--- config.mk ---
export PLATFORM = sky130hd
export DESIGN_NAME = mont_ctrl
export DESIGN_NICKNAME = d
export VERILOG_FILES = /design/src/hdl/mont_pkg.sv /design/src/hdl/mont_ctrl.sv
export SDC_FILE = /design/constraint.sdc
export NUM_CORES = 1
export LEC_CHECK = 0
export CAP_MARGIN = 30
export CORE_UTILIZATION = 30
export CTS_CLUSTER_DIAMETER = 50
export DETAILED_ROUTE_END_ITERATION = 16
export DONT_BUFFER_PORTS = 1
export PLACE_DENSITY = 0.56
export SLEW_MARGIN = 20
export SYNTH_ARGS = -nofsm -noshare
export SYNTH_HDL_FRONTEND = slang
export SYNTH_SLANG_ARGS = --single-unit
--- constraint.sdc ---
create_clock -name clk -period 2 [get_ports clk]
set_input_delay 0.1 -clock clk [delete_from_list [all_inputs] [get_ports clk]]
set_output_delay 0.1 -clock clk [all_outputs]
set_load 0.03 [all_outputs]
--- src/hdl/mont_pkg.sv ---
package mont_pkg;

    // Defaults for the top level, overridden per instance
    parameter int DEFAULT_WIDTH = 1024;
    parameter int DEFAULT_CHUNK = 64;

    // Headroom above WIDTH for 3M + 3B growth and the sign bit
    parameter int EXT_BITS = 4;

    // Adder operand B sources
    parameter logic [1:0] SEL_B      = 2'd0;
    parameter logic [1:0] SEL_M      = 2'd1;
    parameter logic [1:0] SEL_B_MULT = 2'd2;
    parameter logic [1:0] SEL_M_MULT = 2'd3;

    typedef enum logic [3:0] {
        st_idle,
        st_pre_b,
        st_pre_m,
        st_add_b,
        st_add_m,
        st_sub_m,
        st_fix_m,
        st_done
    } mont_state_t;

    // Datapath controls, one set per cycle
    typedef struct packed {
        logic       load;
        logic [1:0] operand_sel;
        logic       acc_feed;
        logic       shift_acc;
        logic       capture_b3;
        logic       capture_m3;
        logic       capture_acc;
        logic       shift_a;
        logic       move_result;
    } mont_ctrl_t;

    // Request to the shared wide adder
    typedef struct packed {
        logic start;
        logic subtract;
    } adder_op_t;

endpackage

--- src/hdl/mont_ctrl.sv ---
`timescale 1ns/1ps

module mont_ctrl #(
    parameter int WIDTH = mont_pkg::DEFAULT_WIDTH
) (
    input  logic                 clk,
    input  logic                 resetn,
    input  logic                 start,
    input  logic                 add_done,
    input  logic                 acc_sign,
    output mont_pkg::mont_ctrl_t ctrl,
    output mont_pkg::adder_op_t  op,
    output logic                 done
);

    localparam int DIGITS  = WIDTH / 2;
    localparam int DIGIT_W = $clog2(DIGITS);

    mont_pkg::mont_state_t state;
    mont_pkg::mont_state_t state_nxt;

    logic               launched;
    logic [1:0]         step_cnt;
    logic [DIGIT_W-1:0] digit_cnt;
    logic               step_last;
    logic               digit_last;
    logic               adding;
    logic               sub_finished;

    assign step_last  = (step_cnt == 2'd2);
    assign digit_last = (digit_cnt == DIGIT_W'(DIGITS - 1));

    // States that use the adder once per visit
    assign adding = (state == mont_pkg::st_pre_b) || (state == mont_pkg::st_pre_m) ||
                    (state == mont_pkg::st_add_b) || (state == mont_pkg::st_add_m) ||
                    (state == mont_pkg::st_sub_m) || (state == mont_pkg::st_fix_m);

    // Last subtraction went negative, time to add m back
    assign sub_finished = (state == mont_pkg::st_sub_m) && !launched && acc_sign;

    always_comb begin
        state_nxt   = state;
        ctrl        = '0;
        op          = '0;
        op.start    = adding && !launched && !sub_finished;
        case (state)
            mont_pkg::st_idle: begin
                if (start) begin
                    ctrl.load = 1'b1;
                    state_nxt = mont_pkg::st_pre_b;
                end
            end
            mont_pkg::st_pre_b: begin
                ctrl.operand_sel = mont_pkg::SEL_B;
                ctrl.acc_feed    = (step_cnt != 2'd0);
                if (add_done) begin
                    ctrl.capture_b3  = 1'b1;
                    ctrl.capture_acc = 1'b1;
                    if (step_last) begin
                        state_nxt = mont_pkg::st_pre_m;
                    end
                end
            end
            mont_pkg::st_pre_m: begin
                ctrl.operand_sel = mont_pkg::SEL_M;
                ctrl.acc_feed    = (step_cnt != 2'd0);
                if (add_done) begin
                    ctrl.capture_m3  = 1'b1;
                    ctrl.capture_acc = 1'b1;
                    if (step_last) begin
                        state_nxt = mont_pkg::st_add_b;
                    end
                end
            end
            mont_pkg::st_add_b: begin
                ctrl.operand_sel = mont_pkg::SEL_B_MULT;
                // Accumulator still holds 3M on the first digit
                ctrl.acc_feed    = (digit_cnt != '0);
                if (add_done) begin
                    ctrl.capture_acc = 1'b1;
                    ctrl.shift_a     = 1'b1;
                    state_nxt        = mont_pkg::st_add_m;
                end
            end
            mont_pkg::st_add_m: begin
                ctrl.operand_sel = mont_pkg::SEL_M_MULT;
                ctrl.acc_feed    = 1'b1;
                if (add_done) begin
                    ctrl.capture_acc = 1'b1;
                    ctrl.shift_acc   = 1'b1;
                    state_nxt = digit_last ? mont_pkg::st_sub_m : mont_pkg::st_add_b;
                end
            end
            mont_pkg::st_sub_m: begin
                ctrl.operand_sel = mont_pkg::SEL_M;
                ctrl.acc_feed    = 1'b1;
                op.subtract      = 1'b1;
                if (sub_finished) begin
                    state_nxt = mont_pkg::st_fix_m;
                end else if (add_done) begin
                    ctrl.capture_acc = 1'b1;
                end
            end
            mont_pkg::st_fix_m: begin
                ctrl.operand_sel = mont_pkg::SEL_M;
                ctrl.acc_feed    = 1'b1;
                if (add_done) begin
                    ctrl.capture_acc = 1'b1;
                    state_nxt        = mont_pkg::st_done;
                end
            end
            mont_pkg::st_done: begin
                ctrl.move_result = 1'b1;
                state_nxt        = mont_pkg::st_idle;
            end
            default: begin
                state_nxt = mont_pkg::st_idle;
            end
        endcase
    end

    always_ff @(posedge clk) begin
        if (!resetn) begin
            state     <= mont_pkg::st_idle;
            launched  <= 1'b0;
            step_cnt  <= 2'd0;
            digit_cnt <= '0;
            done      <= 1'b0;
        end else begin
            state <= state_nxt;
            done  <= (state == mont_pkg::st_done);
            if (op.start) begin
                launched <= 1'b1;
            end else if (add_done) begin
                launched <= 1'b0;
            end
            if (ctrl.load) begin
                step_cnt  <= 2'd0;
                digit_cnt <= '0;
            end else if (add_done) begin
                if (state == mont_pkg::st_pre_b || state == mont_pkg::st_pre_m) begin
                    step_cnt <= step_last ? 2'd0 : step_cnt + 2'd1;
                end
                if (state == mont_pkg::st_add_m) begin
                    digit_cnt <= digit_cnt + 1'b1;
                end
            end
        end
    end

endmodule

==> results of run 1 <==
repair_timing:
| item | 4_1_cts | 5_1_grt |
|---|---|---|
| gates resized for setup | 0 | 1 |
| setup endpoints to repair | 0 | 1 |
| hold endpoints to repair | 5 | 0 |
| hold buffers | 1 | 0 |
worst register-to-register path, delay by kind of cell (launching register included):
family | cells | cell delay, ps
simple gates | 3 | 810
flops | 1 | 630
xor+xnor | 1 | 160
routing by layer:
metal | vias up | routed length (microns) | global-route usage (%)
met3 | 2 | 91 | 4.40
met5 | - | 0 | 0
li1 | 423 | - | -
met1 | 392 | 944 | 15.4
met2 | 14 | 890 | 24.0
met4 | 0 | 14 | 4.08
how the worst max path moves through the flow:
stage	to	slack, ps	cells after the start
after floorplan	launched	240	5
after CTS	ctrl[6]	110	6
after global placement	digit_cnt[7]	340	4
after global routing	ctrl[6]	70	7
after detailed placement	digit_cnt[6]	310	4
final	ctrl[6]	200	7
where the power goes:
part / internal, mW / switching (mW) / total [mW] / leakage (nW)
Sequential: 0.351 / 0.0731 / 0.424 / 0.130
Combinational: 0.178 / 0.283 / 0.461 / 0.261
Clock: 0.0699 / 0.0988 / 0.169 / 0.0138
Total: 0.598 / 0.455 / 1.05 / 0.404
sequential cells by signal (all words and copies together), names as in the netlist:
register / cells
digit_cnt: 9
state: 3
step_cnt: 2
done: 1
launched: 1
cell usage in the layout, fill, tap and decap left out, types with 2 or more instances in the layout:
| cell | instances |
|---|---|
| sky130_fd_sc_hd__nor2_1 | 21 |
| sky130_fd_sc_hd__dfxtp_1 | 15 |
| sky130_fd_sc_hd__nand2_1 | 9 |
| sky130_fd_sc_hd__buf_4 | 7 |
| sky130_fd_sc_hd__and3_1 | 6 |
| sky130_fd_sc_hd__xor2_1 | 6 |
| sky130_fd_sc_hd__o21ai_0 | 5 |
| sky130_fd_sc_hd__nand2b_1 | 5 |
| sky130_fd_sc_hd__a21oi_1 | 5 |
| sky130_fd_sc_hd__nor3_1 | 4 |
| sky130_fd_sc_hd__nand4_1 | 4 |
| sky130_fd_sc_hd__inv_1 | 3 |
| sky130_fd_sc_hd__nor2b_1 | 3 |
| sky130_fd_sc_hd__mux2i_1 | 3 |
| sky130_fd_sc_hd__ha_1 | 3 |
| sky130_fd_sc_hd__clkbuf_4 | 3 |
| sky130_fd_sc_hd__o21a_1 | 2 |
| sky130_fd_sc_hd__o211ai_1 | 2 |
| sky130_fd_sc_hd__xnor2_1 | 2 |
cells by family (layout without fill, tap and decap cells):
family	after synthesis	in the layout
mux	3	3
compound gates	18	18
simple gates	62	62
buf+inv	9	14
xor+xnor	8	8
fa+ha+maj	3	3
flops	16	16
layout make-up:
type	instances	share of cell area, %
Tap cell	44	5.20
Multi-Input combinational cell	94	55.3
Inverter	3	1.06
Sequential cell	16	30.4
Timing Repair Buffer	8	5.91
Clock buffer	3	2.13
==> qor.txt, run 1 <==
SETUP PATH
-----------------------------------------------------------------------------------------------------------------
Crit Reg-Reg Endpoint                                                                                digit_cnt[7]
Worst setup slack for register-to-register paths                                                           290 ps
Crit. Startpoint                                                                                     digit_cnt[0]
Category of the worst setup path capture point                                                         output pin
Count of buffer and inverter cells on the critical path                                                         2
Worst Path Class, Setup                                                                              flop to output pin
Category of cells accounting for the largest share of critical-path delay                            compound AO/OA/AOI/OAI gates
Highest fanout seen on the critical path                                                                        4
Worst setup SP type                                                                                          flop
Required time at the worst-slack endpoint                                                                 1900 ps
Cells on worst reg2reg path                                                                                     4
Worst path max stage delay                                                                                 350 ps
Critical path cell sequence                                                                          inv_1 -> ha_1 -> nor4b_1 -> a21oi_1 -> o21ai_0 -> o211ai_1 -> buf_4
Data arrival time of the critical path                                                                    1700 ps
Highest-delay cell along the critical path                                                           sky130_fd_sc_hd__dfxtp_1
Start of the worst register-to-register path                                                             state[2]

LOGIC SYNTHESIS
-----------------------------------------------------------------------------------------------------------------
Post-Syn Area per Cell                                                                                 8.00 sq um
Dominant cell type by area after synthesis                                                           sky130_fd_sc_hd__dfxtp_1
Proportion of synthesized area in mux cells                                                                 3.15%
Yosys warning total                                                                                             0
Area fraction in compound gates after synthesis                                                             12.6%
Arithmetic-cell share of the synthesized area counting full adders, half adders and majority gates          3.94%
Library cell with the highest instance count after synthesis                                         sky130_fd_sc_hd__nor2_1
Main combinational cell family by area after synthesis                                               simple AND/OR/NAND/NOR gates
Synthesis-stage register bit count                                                                             16
Post-synth net total                                                                                          127
Number of synthesized flops with an enable pin                                                                  0
Cell types occupying the most area after synthesis                                                   sky130_fd_sc_hd__dfxtp_1 34%, sky130_fd_sc_hd__nor2_1 8.3%, sky130_fd_sc_hd__xor2_1 5.5%
Async S/R FF share, synth                                                                                      0%
Fraction of synthesized cell area in xor and xnor cells                                                     7.36%
Number of instances in the synthesized netlist                                                                119
Most common library cells after synthesis                                                            21 x sky130_fd_sc_hd__nor2_1, 16 x sky130_fd_sc_hd__dfxtp_1, 9 x sky130_fd_sc_hd__nand2_1
Ys flop type                                                                                         sky130_fd_sc_hd__dfxtp_1
Proportion of synthesized chip area in sequential cells                                                     33.6%
Cell variety after synth                                                                                       35
Post-synthesis simple-gate area fraction                                                                    34.4%
Portion of synthesized cell area occupied by the leading cell type                                          33.6%
Post-synthesis cell area                                                                                952 sq um

TIMING
-----------------------------------------------------------------------------------------------------------------
Slew @ Worst Pin                                                                                           558 ps
Max Fclk                                                                                                0.555 GHz
Post-route minimum period                                                                                 1800 ps
Setup violators final                                                                                           0
Part of the cycle the worst path needs                                                                      90.1%
Sum of negative setup slack                                                                                  0 ps
Unrepaired setup endpoints after global routing                                                             false
Slew Limit Fails                                                                                                0
Smallest hold slack                                                                                       27.0 ps
Worst Slack Setup Final                                                                                    198 ps
Final Hold Viols                                                                                                0
Relative max-transition margin                                                                              62.7%
Maximum clock skew at final layout                                                                        3.08 ps

PLACED DESIGN
-----------------------------------------------------------------------------------------------------------------
Port Buffer Count                                                                                               0
DPL Wire Length                                                                                      1400 microns
Worst slack after detailed placement                                                                       314 ps
Last weighted congestion value of the routability-driven placer                                             0.790
Cell Area, Placed                                                                                    0.00102 sq mm
Number of cells after detailed placement                                                                      164

FLOORPLANNING
-----------------------------------------------------------------------------------------------------------------
Core area                                                                                            0.00303 sq mm
Die H                                                                                                58.3 microns
Starting Density                                                                                            31.4%
Total Die Area                                                                                       0.00340 sq mm
Number of top-level pins                                                                                       18
Number of standard-cell rows in the floorplan                                                                  20
Die W                                                                                                58.3 microns

CLOCK NETWORK
-----------------------------------------------------------------------------------------------------------------
CTS tree                                                                                                      yes
Cell at the root of the clock tree                                                                   sky130_fd_sc_hd__clkbuf_4
H-Tree Depth                                                                                                    1
Post-CTS Repair Setup Buffers                                                                                   0
Number of buffers inserted during clock tree synthesis                                                          3
Maximum root-to-sink buffer count                                                                               2
Count of clock tree sinks                                                                                      16
Worst-Skew Late Latency                                                                                    280 ps
Clock transition time at the flip-flop clock pins of the worst setup and hold paths                         90 ps

FINISH
-----------------------------------------------------------------------------------------------------------------
Post-Layout Cell Count                                                                                        168
Register cell area after layout                                                                         322 sq um
Ant diodes                                                                                                      0
Util after Layout                                                                                           35.0%
Combined area of the multi-input logic cells                                                            586 sq um
Layout overhead on the synthesized area                                                                     11.2%
Layout net count                                                                                              134
Share of layout cells above drive strength 1                                                                11.3%
Cell area after layout                                                                               0.00106 sq mm
Final-layout fill cell count                                                                                  332

DRT
-----------------------------------------------------------------------------------------------------------------
Vias per std cell                                                                                            4.95
Drt pass-1 iters                                                                                                4
Routed len/inst                                                                                      11.6 microns
Residual DRC count                                                                                              0
Routed vias                                                                                                   831
Wirelength, routed                                                                                   1940 microns
Number of DRC markers after the initial detailed-route iteration                                               44
Residual antenna-violating net count after detailed routing                                                     0

POWER AND IR DROP
-----------------------------------------------------------------------------------------------------------------
Leakage power                                                                                            0.404 nW
IR drop worst, VDD                                                                                     0.000264 V
Power after layout                                                                                        1.05 mW
Power density of the placed cells                                                                     995 mW/mm^2

WORST HOLD PATH
-----------------------------------------------------------------------------------------------------------------
Type of the tightest min-delay check                                                                 input pin to flop
Min-Delay Path Depth                                                                                            2
Hold EP                                                                                                  launched
Critical hold path startpoint                                                                            add_done

GRT
-----------------------------------------------------------------------------------------------------------------
Largest net degree at the start of global routing                                                              18
Number of antenna violations at the first check in global routing                                               0
First-pass GRT wire length                                                                           3510 microns
Via count of the first global-routing pass                                                                    807
Total global-route track usage                                                                              13.5%
Total congestion overflow after global routing                                                                  0

JOB
-----------------------------------------------------------------------------------------------------------------
MaxCap Viol Count                                                                                               0

STATUS
-----------------------------------------------------------------------------------------------------------------
Run status                                                                                              completed

Note: power is estimated with default switching activity, not from simulation.
==> run 2: changes to the inputs <==
--- a/config.mk
+++ b/config.mk
@@ -5,12 +5,13 @@
 export SDC_FILE = /design/constraint.sdc
 export NUM_CORES = 1
 export LEC_CHECK = 0
+export BUFFER_PORTS_ARGS = -buffer_cell sky130_fd_sc_hd__buf_4
 export CAP_MARGIN = 30
+export CORE_ASPECT_RATIO = 0.6
 export CORE_UTILIZATION = 30
 export CTS_CLUSTER_DIAMETER = 50
 export DETAILED_ROUTE_END_ITERATION = 16
-export DONT_BUFFER_PORTS = 1
-export PLACE_DENSITY = 0.56
+export PLACE_DENSITY = 0.6
 export SLEW_MARGIN = 20
 export SYNTH_ARGS = -nofsm -noshare
 export SYNTH_HDL_FRONTEND = slang
==> qor.txt, run 2 (synthesis results as in run 1) <==
STATUS
--------------------------------------------------------------------------------------------------
Run status                                                                               completed

DRT
--------------------------------------------------------------------------------------------------
Vias per std cell                                                                             4.78
Drt pass-1 iters                                                                                 4
Number of DRC markers after the initial detailed-route iteration                                47
Routed len/inst                                                                       11.8 microns
Wirelength, routed                                                                    2090 microns
Residual DRC count                                                                               0
Residual antenna-violating net count after detailed routing                                      0
Routed vias                                                                                    851

GRT
--------------------------------------------------------------------------------------------------
First-pass GRT wire length                                                            3350 microns
Total congestion overflow after global routing                                                   0
Via count of the first global-routing pass                                                     720
Number of antenna violations at the first check in global routing                                0
Largest net degree at the start of global routing                                               17
Total global-route track usage                                                               13.6%

FINISH
--------------------------------------------------------------------------------------------------
Commonest non-fill, non-tap cells in the layout                                       21 x sky130_fd_sc_hd__nor2_1, 19 x sky130_fd_sc_hd__buf_4, 16 x sky130_fd_sc_hd__dfxtp_1, 9 x sky130_fd_sc_hd__nand2_1
Most common cell after layout, fill and taps aside                                    sky130_fd_sc_hd__nor2_1
Util after Layout                                                                            39.6%
Final-layout fill cell count                                                                   301
Share of layout cells above drive strength 1                                                 19.1%
Ant diodes                                                                                       0
Largest Register                                                                         digit_cnt
Number of flip-flops under the largest register name                                             9
Layout overhead on the synthesized area                                                      22.6%
Post-Layout Cell Count                                                                         178
Largest registers                                                                     digit_cnt (9), state (3), step_cnt (2)
Layout net count                                                                               145

PLACED DESIGN
--------------------------------------------------------------------------------------------------
Number of cells after detailed placement                                                       174
Worst slack after detailed placement                                                        349 ps
Last weighted congestion value of the routability-driven placer                              0.807
DPL Wire Length                                                                       1580 microns
Port Buffer Count                                                                               17

CLOCK NETWORK
--------------------------------------------------------------------------------------------------
CTS-repair resized insts                                                                         0
Number of buffers inserted by hold repair at cts                                                 0
CTS tree                                                                                       yes
Number of buffers inserted during clock tree synthesis                                           3
Cell at the root of the clock tree                                                    sky130_fd_sc_hd__clkbuf_8
Worst-Skew Late Latency                                                                     250 ps
H-Tree Depth                                                                                     1
Count of clock tree sinks                                                                       16
Clock transition time at the flip-flop clock pins of the worst setup and hold paths          60 ps
Maximum root-to-sink buffer count                                                                2
Post-CTS Repair Setup Buffers                                                                    0

POWER AND IR DROP
--------------------------------------------------------------------------------------------------
Clock share of power                                                                         23.5%
Power density of the placed cells                                                     1030 mW/mm^2
Fraction of power consumed by sequential logic                                               34.1%
Relative contribution of combinational cells to total power                                  42.4%
Switching part of the total power                                                            39.5%
Switching power                                                                           0.477 mW
IR drop worst, VDD                                                                      0.000287 V
P_int                                                                                     0.731 mW
Leakage power                                                                             0.477 nW

FLOORPLANNING
--------------------------------------------------------------------------------------------------
Total Die Area                                                                        0.00341 sq mm
Number of standard-cell rows in the floorplan                                                   15
Number of top-level pins                                                                        18
Die W                                                                                 74.7 microns
Die H                                                                                 45.6 microns
Core area                                                                             0.00295 sq mm
Starting Density                                                                             32.3%

SETUP PATH
--------------------------------------------------------------------------------------------------
Category of the worst setup path capture point                                          output pin
Crit-path most repeated cell                                                          sky130_fd_sc_hd__buf_4
Count of buffer and inverter cells on the critical path                                          2
Highest-delay cell along the critical path                                            sky130_fd_sc_hd__dfxtp_1
Highest fanout seen on the critical path                                                        11
Category of cells accounting for the largest share of critical-path delay               flip-flops
Critical path cell sequence                                                           buf_4 -> nand2b_1 -> a21oi_1 -> o21ai_0 -> o211ai_1 -> buf_4
Worst path max stage delay                                                                  520 ps
Worst setup SP type                                                                           flop
Worst setup slack for register-to-register paths                                            330 ps
Required time at the worst-slack endpoint                                                  1900 ps
Data arrival time of the critical path                                                     1690 ps
Worst Path Class, Setup                                                               flop to output pin

TIMING
--------------------------------------------------------------------------------------------------
Setup violators final                                                                            0
Relative max-transition margin                                                               69.4%
Worst Slack Setup Final                                                                     210 ps
Sum of negative setup slack                                                                   0 ps
Max Fclk                                                                                 0.559 GHz
Maximum clock skew at final layout                                                         1.80 ps
Slew @ Worst Pin                                                                            458 ps
Slew Limit Fails                                                                                 0
Final Hold Viols                                                                                 0
Post-route minimum period                                                                  1790 ps
Unrepaired setup endpoints after global routing                                              false
Part of the cycle the worst path needs                                                       89.5%

JOB
--------------------------------------------------------------------------------------------------
MaxCap Viol Count                                                                                0

WORST HOLD PATH
--------------------------------------------------------------------------------------------------
Type of the tightest min-delay check                                                  input pin to flop

## run 2: changes by cell type in the layout (fill, tap and decap cells not counted)
cell | before | now
sky130_fd_sc_hd__clkbuf_4 | 3 | 0
sky130_fd_sc_hd__buf_4 | 7 | 19
sky130_fd_sc_hd__dfxtp_2 | 1 | 0
sky130_fd_sc_hd__clkbuf_8 | 0 | 4
sky130_fd_sc_hd__dfxtp_1 | 15 | 16
sky130_fd_sc_hd__dlygate4sd3_1 | 1 | 0
## run 2: final timing paths
| kind | end | cells after the start | start |
|---|---|---|---|
| hold reg to reg | step_cnt[1] | 2 | step_cnt[1] |
| setup / recovery | ctrl[6] | 6 | state[1] |
| hold / removal | launched | 2 | resetn |
| setup reg to reg | state[2] | 6 | digit_cnt[0] |
## run 2: metrics by stage
step                      hold slack, ps  total power [mW]  area (sq um)
final                                121              1.21          1170
after global routing                 131              1.29          1170
after CTS                            111              1.22          1170
after detailed placement             379             0.928          1110
after global placement               380             0.917          1110
after floorplan                      218             0.791           952
## run 2: routing by layer
metal	GRT usage (%)	vias to the layer above	wire, microns
li1	-	449	-
met1	18.6	371	1070
met2	19.6	26	869
met3	4.87	5	126
met4	4.53	0	25
met5	0	-	0
## run 2: area by class of cell
class                           instances  area [sq um]  share of cell area, %
Clock buffer                            4          55.1                   4.72
Multi-Input combinational cell         94           586                   50.2
Sequential cell                        16           320                   27.4
Timing Repair Buffer                   19           143                   12.2
Tap cell                               42          52.6                   4.50
Inverter                                3          11.3                  0.965
## run 2: power groups by stage
stage               clock, mW  sequential, mW  combinational, mW
finish                  0.284           0.412              0.512
global route            0.308           0.419              0.559
detailed placement          0           0.416              0.512
global placement            0           0.416              0.501
CTS                     0.297           0.409              0.513
floorplan                   0           0.377              0.414
==> run 3: changes to the inputs <==
--- a/config.mk
+++ b/config.mk
@@ -11,6 +11,7 @@
 export CORE_UTILIZATION = 30
 export CTS_CLUSTER_DIAMETER = 50
 export DETAILED_ROUTE_END_ITERATION = 16
+export MAX_ROUTING_LAYER = met4
 export PLACE_DENSITY = 0.6
 export SLEW_MARGIN = 20
 export SYNTH_ARGS = -nofsm -noshare
==> qor.txt, run 3 (synthesis results as in run 1) <==
STATUS
--------------------------------------------------------------------------------------------------
Run status                                                                               completed

FINISH
--------------------------------------------------------------------------------------------------
Register cell area after layout                                                          320 sq um
Number of flip-flops under the largest register name                                             9
Ant diodes                                                                                       0
Most common cell after layout, fill and taps aside                                    sky130_fd_sc_hd__nor2_1
Largest registers                                                                     digit_cnt (9), state (3), step_cnt (2)
Layout overhead on the synthesized area                                                      22.6%
Share of layout cells above drive strength 1                                                 19.1%
Layout net count                                                                               145
Commonest non-fill, non-tap cells in the layout                                       21 x sky130_fd_sc_hd__nor2_1, 19 x sky130_fd_sc_hd__buf_4, 16 x sky130_fd_sc_hd__dfxtp_1, 9 x sky130_fd_sc_hd__nand2_1
Final-layout fill cell count                                                                   301
Combined area of the multi-input logic cells                                             586 sq um
Largest Register                                                                         digit_cnt

FLOORPLANNING
--------------------------------------------------------------------------------------------------
Total Die Area                                                                        0.00341 sq mm
Starting Density                                                                             32.3%
Die H                                                                                 45.6 microns
Die W                                                                                 74.7 microns
Number of top-level pins                                                                        18
Core area                                                                             0.00295 sq mm
Number of standard-cell rows in the floorplan                                                   15

DRT
--------------------------------------------------------------------------------------------------
Top routing layer used                                                                        met4
Routed len/inst                                                                       11.8 microns
Number of DRC markers after the initial detailed-route iteration                                44
Drt pass-1 iters                                                                                 4
Post-route met1 wirelength                                                            1070 microns
Wirelength, routed                                                                    2100 microns
Routed vias                                                                                    861
Detailed route wirelength on metal3                                                    126 microns
Residual DRC count                                                                               0
Residual antenna-violating net count after detailed routing                                      0
Vias per std cell                                                                             4.84
Met2 Wirelength                                                                        875 microns

GRT
--------------------------------------------------------------------------------------------------
Largest net degree at the start of global routing                                               17
Number of antenna violations at the first check in global routing                                0
Total global-route track usage                                                               14.0%
Total congestion overflow after global routing                                                   0
First-pass GRT wire length                                                            3350 microns
Via count of the first global-routing pass                                                     720

SETUP PATH
--------------------------------------------------------------------------------------------------
Worst setup SP type                                                                           flop
Crit. Startpoint                                                                          state[1]
Required time at the worst-slack endpoint                                                  1900 ps
Start of the worst register-to-register path                                          digit_cnt[0]
Category of the worst setup path capture point                                          output pin
Data arrival time of the critical path                                                     1680 ps
Worst Path Class, Setup                                                               flop to output pin
Highest fanout seen on the critical path                                                        11

TIMING
--------------------------------------------------------------------------------------------------
Maximum clock skew at final layout                                                         1.81 ps
Setup violators final                                                                            0
Final Hold Viols                                                                                 0
Unrepaired setup endpoints after global routing                                              false
Max Fclk                                                                                 0.561 GHz
Part of the cycle the worst path needs                                                       89.1%
Sum of negative setup slack                                                                   0 ps
Slew @ Worst Pin                                                                            472 ps
Relative max-transition margin                                                               68.5%
Post-route minimum period                                                                  1780 ps
Slew Limit Fails                                                                                 0

CLOCK NETWORK
--------------------------------------------------------------------------------------------------
CTS tree                                                                                       yes
Post-CTS Repair Setup Buffers                                                                    0
Maximum root-to-sink buffer count                                                                2
CTS-repair resized insts                                                                         0
Worst-Skew Late Latency                                                                     250 ps
Clock transition time at the flip-flop clock pins of the worst setup and hold paths          60 ps
Count of clock tree sinks                                                                       16
H-Tree Depth                                                                                     1
Number of buffers inserted during clock tree synthesis                                           3
Cell at the root of the clock tree                                                    sky130_fd_sc_hd__clkbuf_8
Number of buffers inserted by hold repair at cts                                                 0

WORST HOLD PATH
--------------------------------------------------------------------------------------------------
Critical hold path startpoint                                                               resetn
Type of the tightest min-delay check                                                  input pin to flop

PLACED DESIGN
--------------------------------------------------------------------------------------------------
DPL Wire Length                                                                       1580 microns
Last weighted congestion value of the routability-driven placer                              0.818
Port Buffer Count                                                                               17

POWER AND IR DROP
--------------------------------------------------------------------------------------------------
Relative contribution of combinational cells to total power                                  42.3%
Power density of the placed cells                                                     1030 mW/mm^2
P_int                                                                                     0.731 mW
Switching power                                                                           0.477 mW
IR drop worst, VDD                                                                      0.000285 V
Clock share of power                                                                         23.5%
Switching part of the total power                                                            39.5%
Fraction of power consumed by sequential logic                                               34.2%
Leakage power                                                                             0.477 nW
Power after layout                                                                         1.21 mW

JOB
--------------------------------------------------------------------------------------------------
MaxCap Viol Count                                                                                0

run 3: cell counts in the layout (fill, tap and decap cells not counted):
Identical to the previous run, type by type.
run 3: worst max-delay path: stages, from the launching register on:
cell and delay (ps):
sky130_fd_sc_hd__dfxtp_1 510, sky130_fd_sc_hd__buf_4 230, sky130_fd_sc_hd__nand2b_1 60, sky130_fd_sc_hd__a21oi_1 180, sky130_fd_sc_hd__o21ai_0 130, sky130_fd_sc_hd__o211ai_1 130, sky130_fd_sc_hd__buf_4 180
run 3: power groups by stage:
stage | clock network [mW] | registers, mW | logic (mW)
final | 0.284 | 0.413 | 0.511
after detailed placement | 0 | 0.416 | 0.512
after CTS | 0.297 | 0.409 | 0.513
after floorplan | 0 | 0.377 | 0.414
after global placement | 0 | 0.416 | 0.501
after global routing | 0.308 | 0.419 | 0.559
run 3: area by class of cell:
type                    count  share of cell area [%]
repair buffers             19                    12.2
multi-input cells          94                    50.2
well taps                  42                    4.50
clock buffers               4                    4.72
flip-flops and latches     16                    27.4
inverters                   3                   0.965
run 3: per-layer routing:
layer / track usage (%) / up-vias
li1: - / 448
met1: 18.6 / 382
met2: 19.6 / 26
met3: 4.87 / 5
met4: 4.53 / 0
met5: - / -
run 3: path summary, 6_finish.rpt:
path                 end  slack (ps)  cells after the start
max reg2reg     state[2]         310                      6
min             launched         120                      2
max              ctrl[6]         220                      6
min reg2reg  step_cnt[1]         510                      2
run 3: per-stage QoR:
step | utilization [%] | area (sq um) | hold WS [ps] | setup WS (ps) | std cells
3_3_place_gp | 37.7 | 1110 | 380 | 416 | 174
6_report | 39.6 | 1170 | 118 | 219 | 178
3_5_place_dp | 37.7 | 1110 | 379 | 349 | 174
4_1_cts | 39.6 | 1170 | 111 | 186 | 178
2_1_floorplan | - | 952 | 218 | 242 | 119
5_1_grt | 39.6 | 1170 | 131 | 83.8 | 178
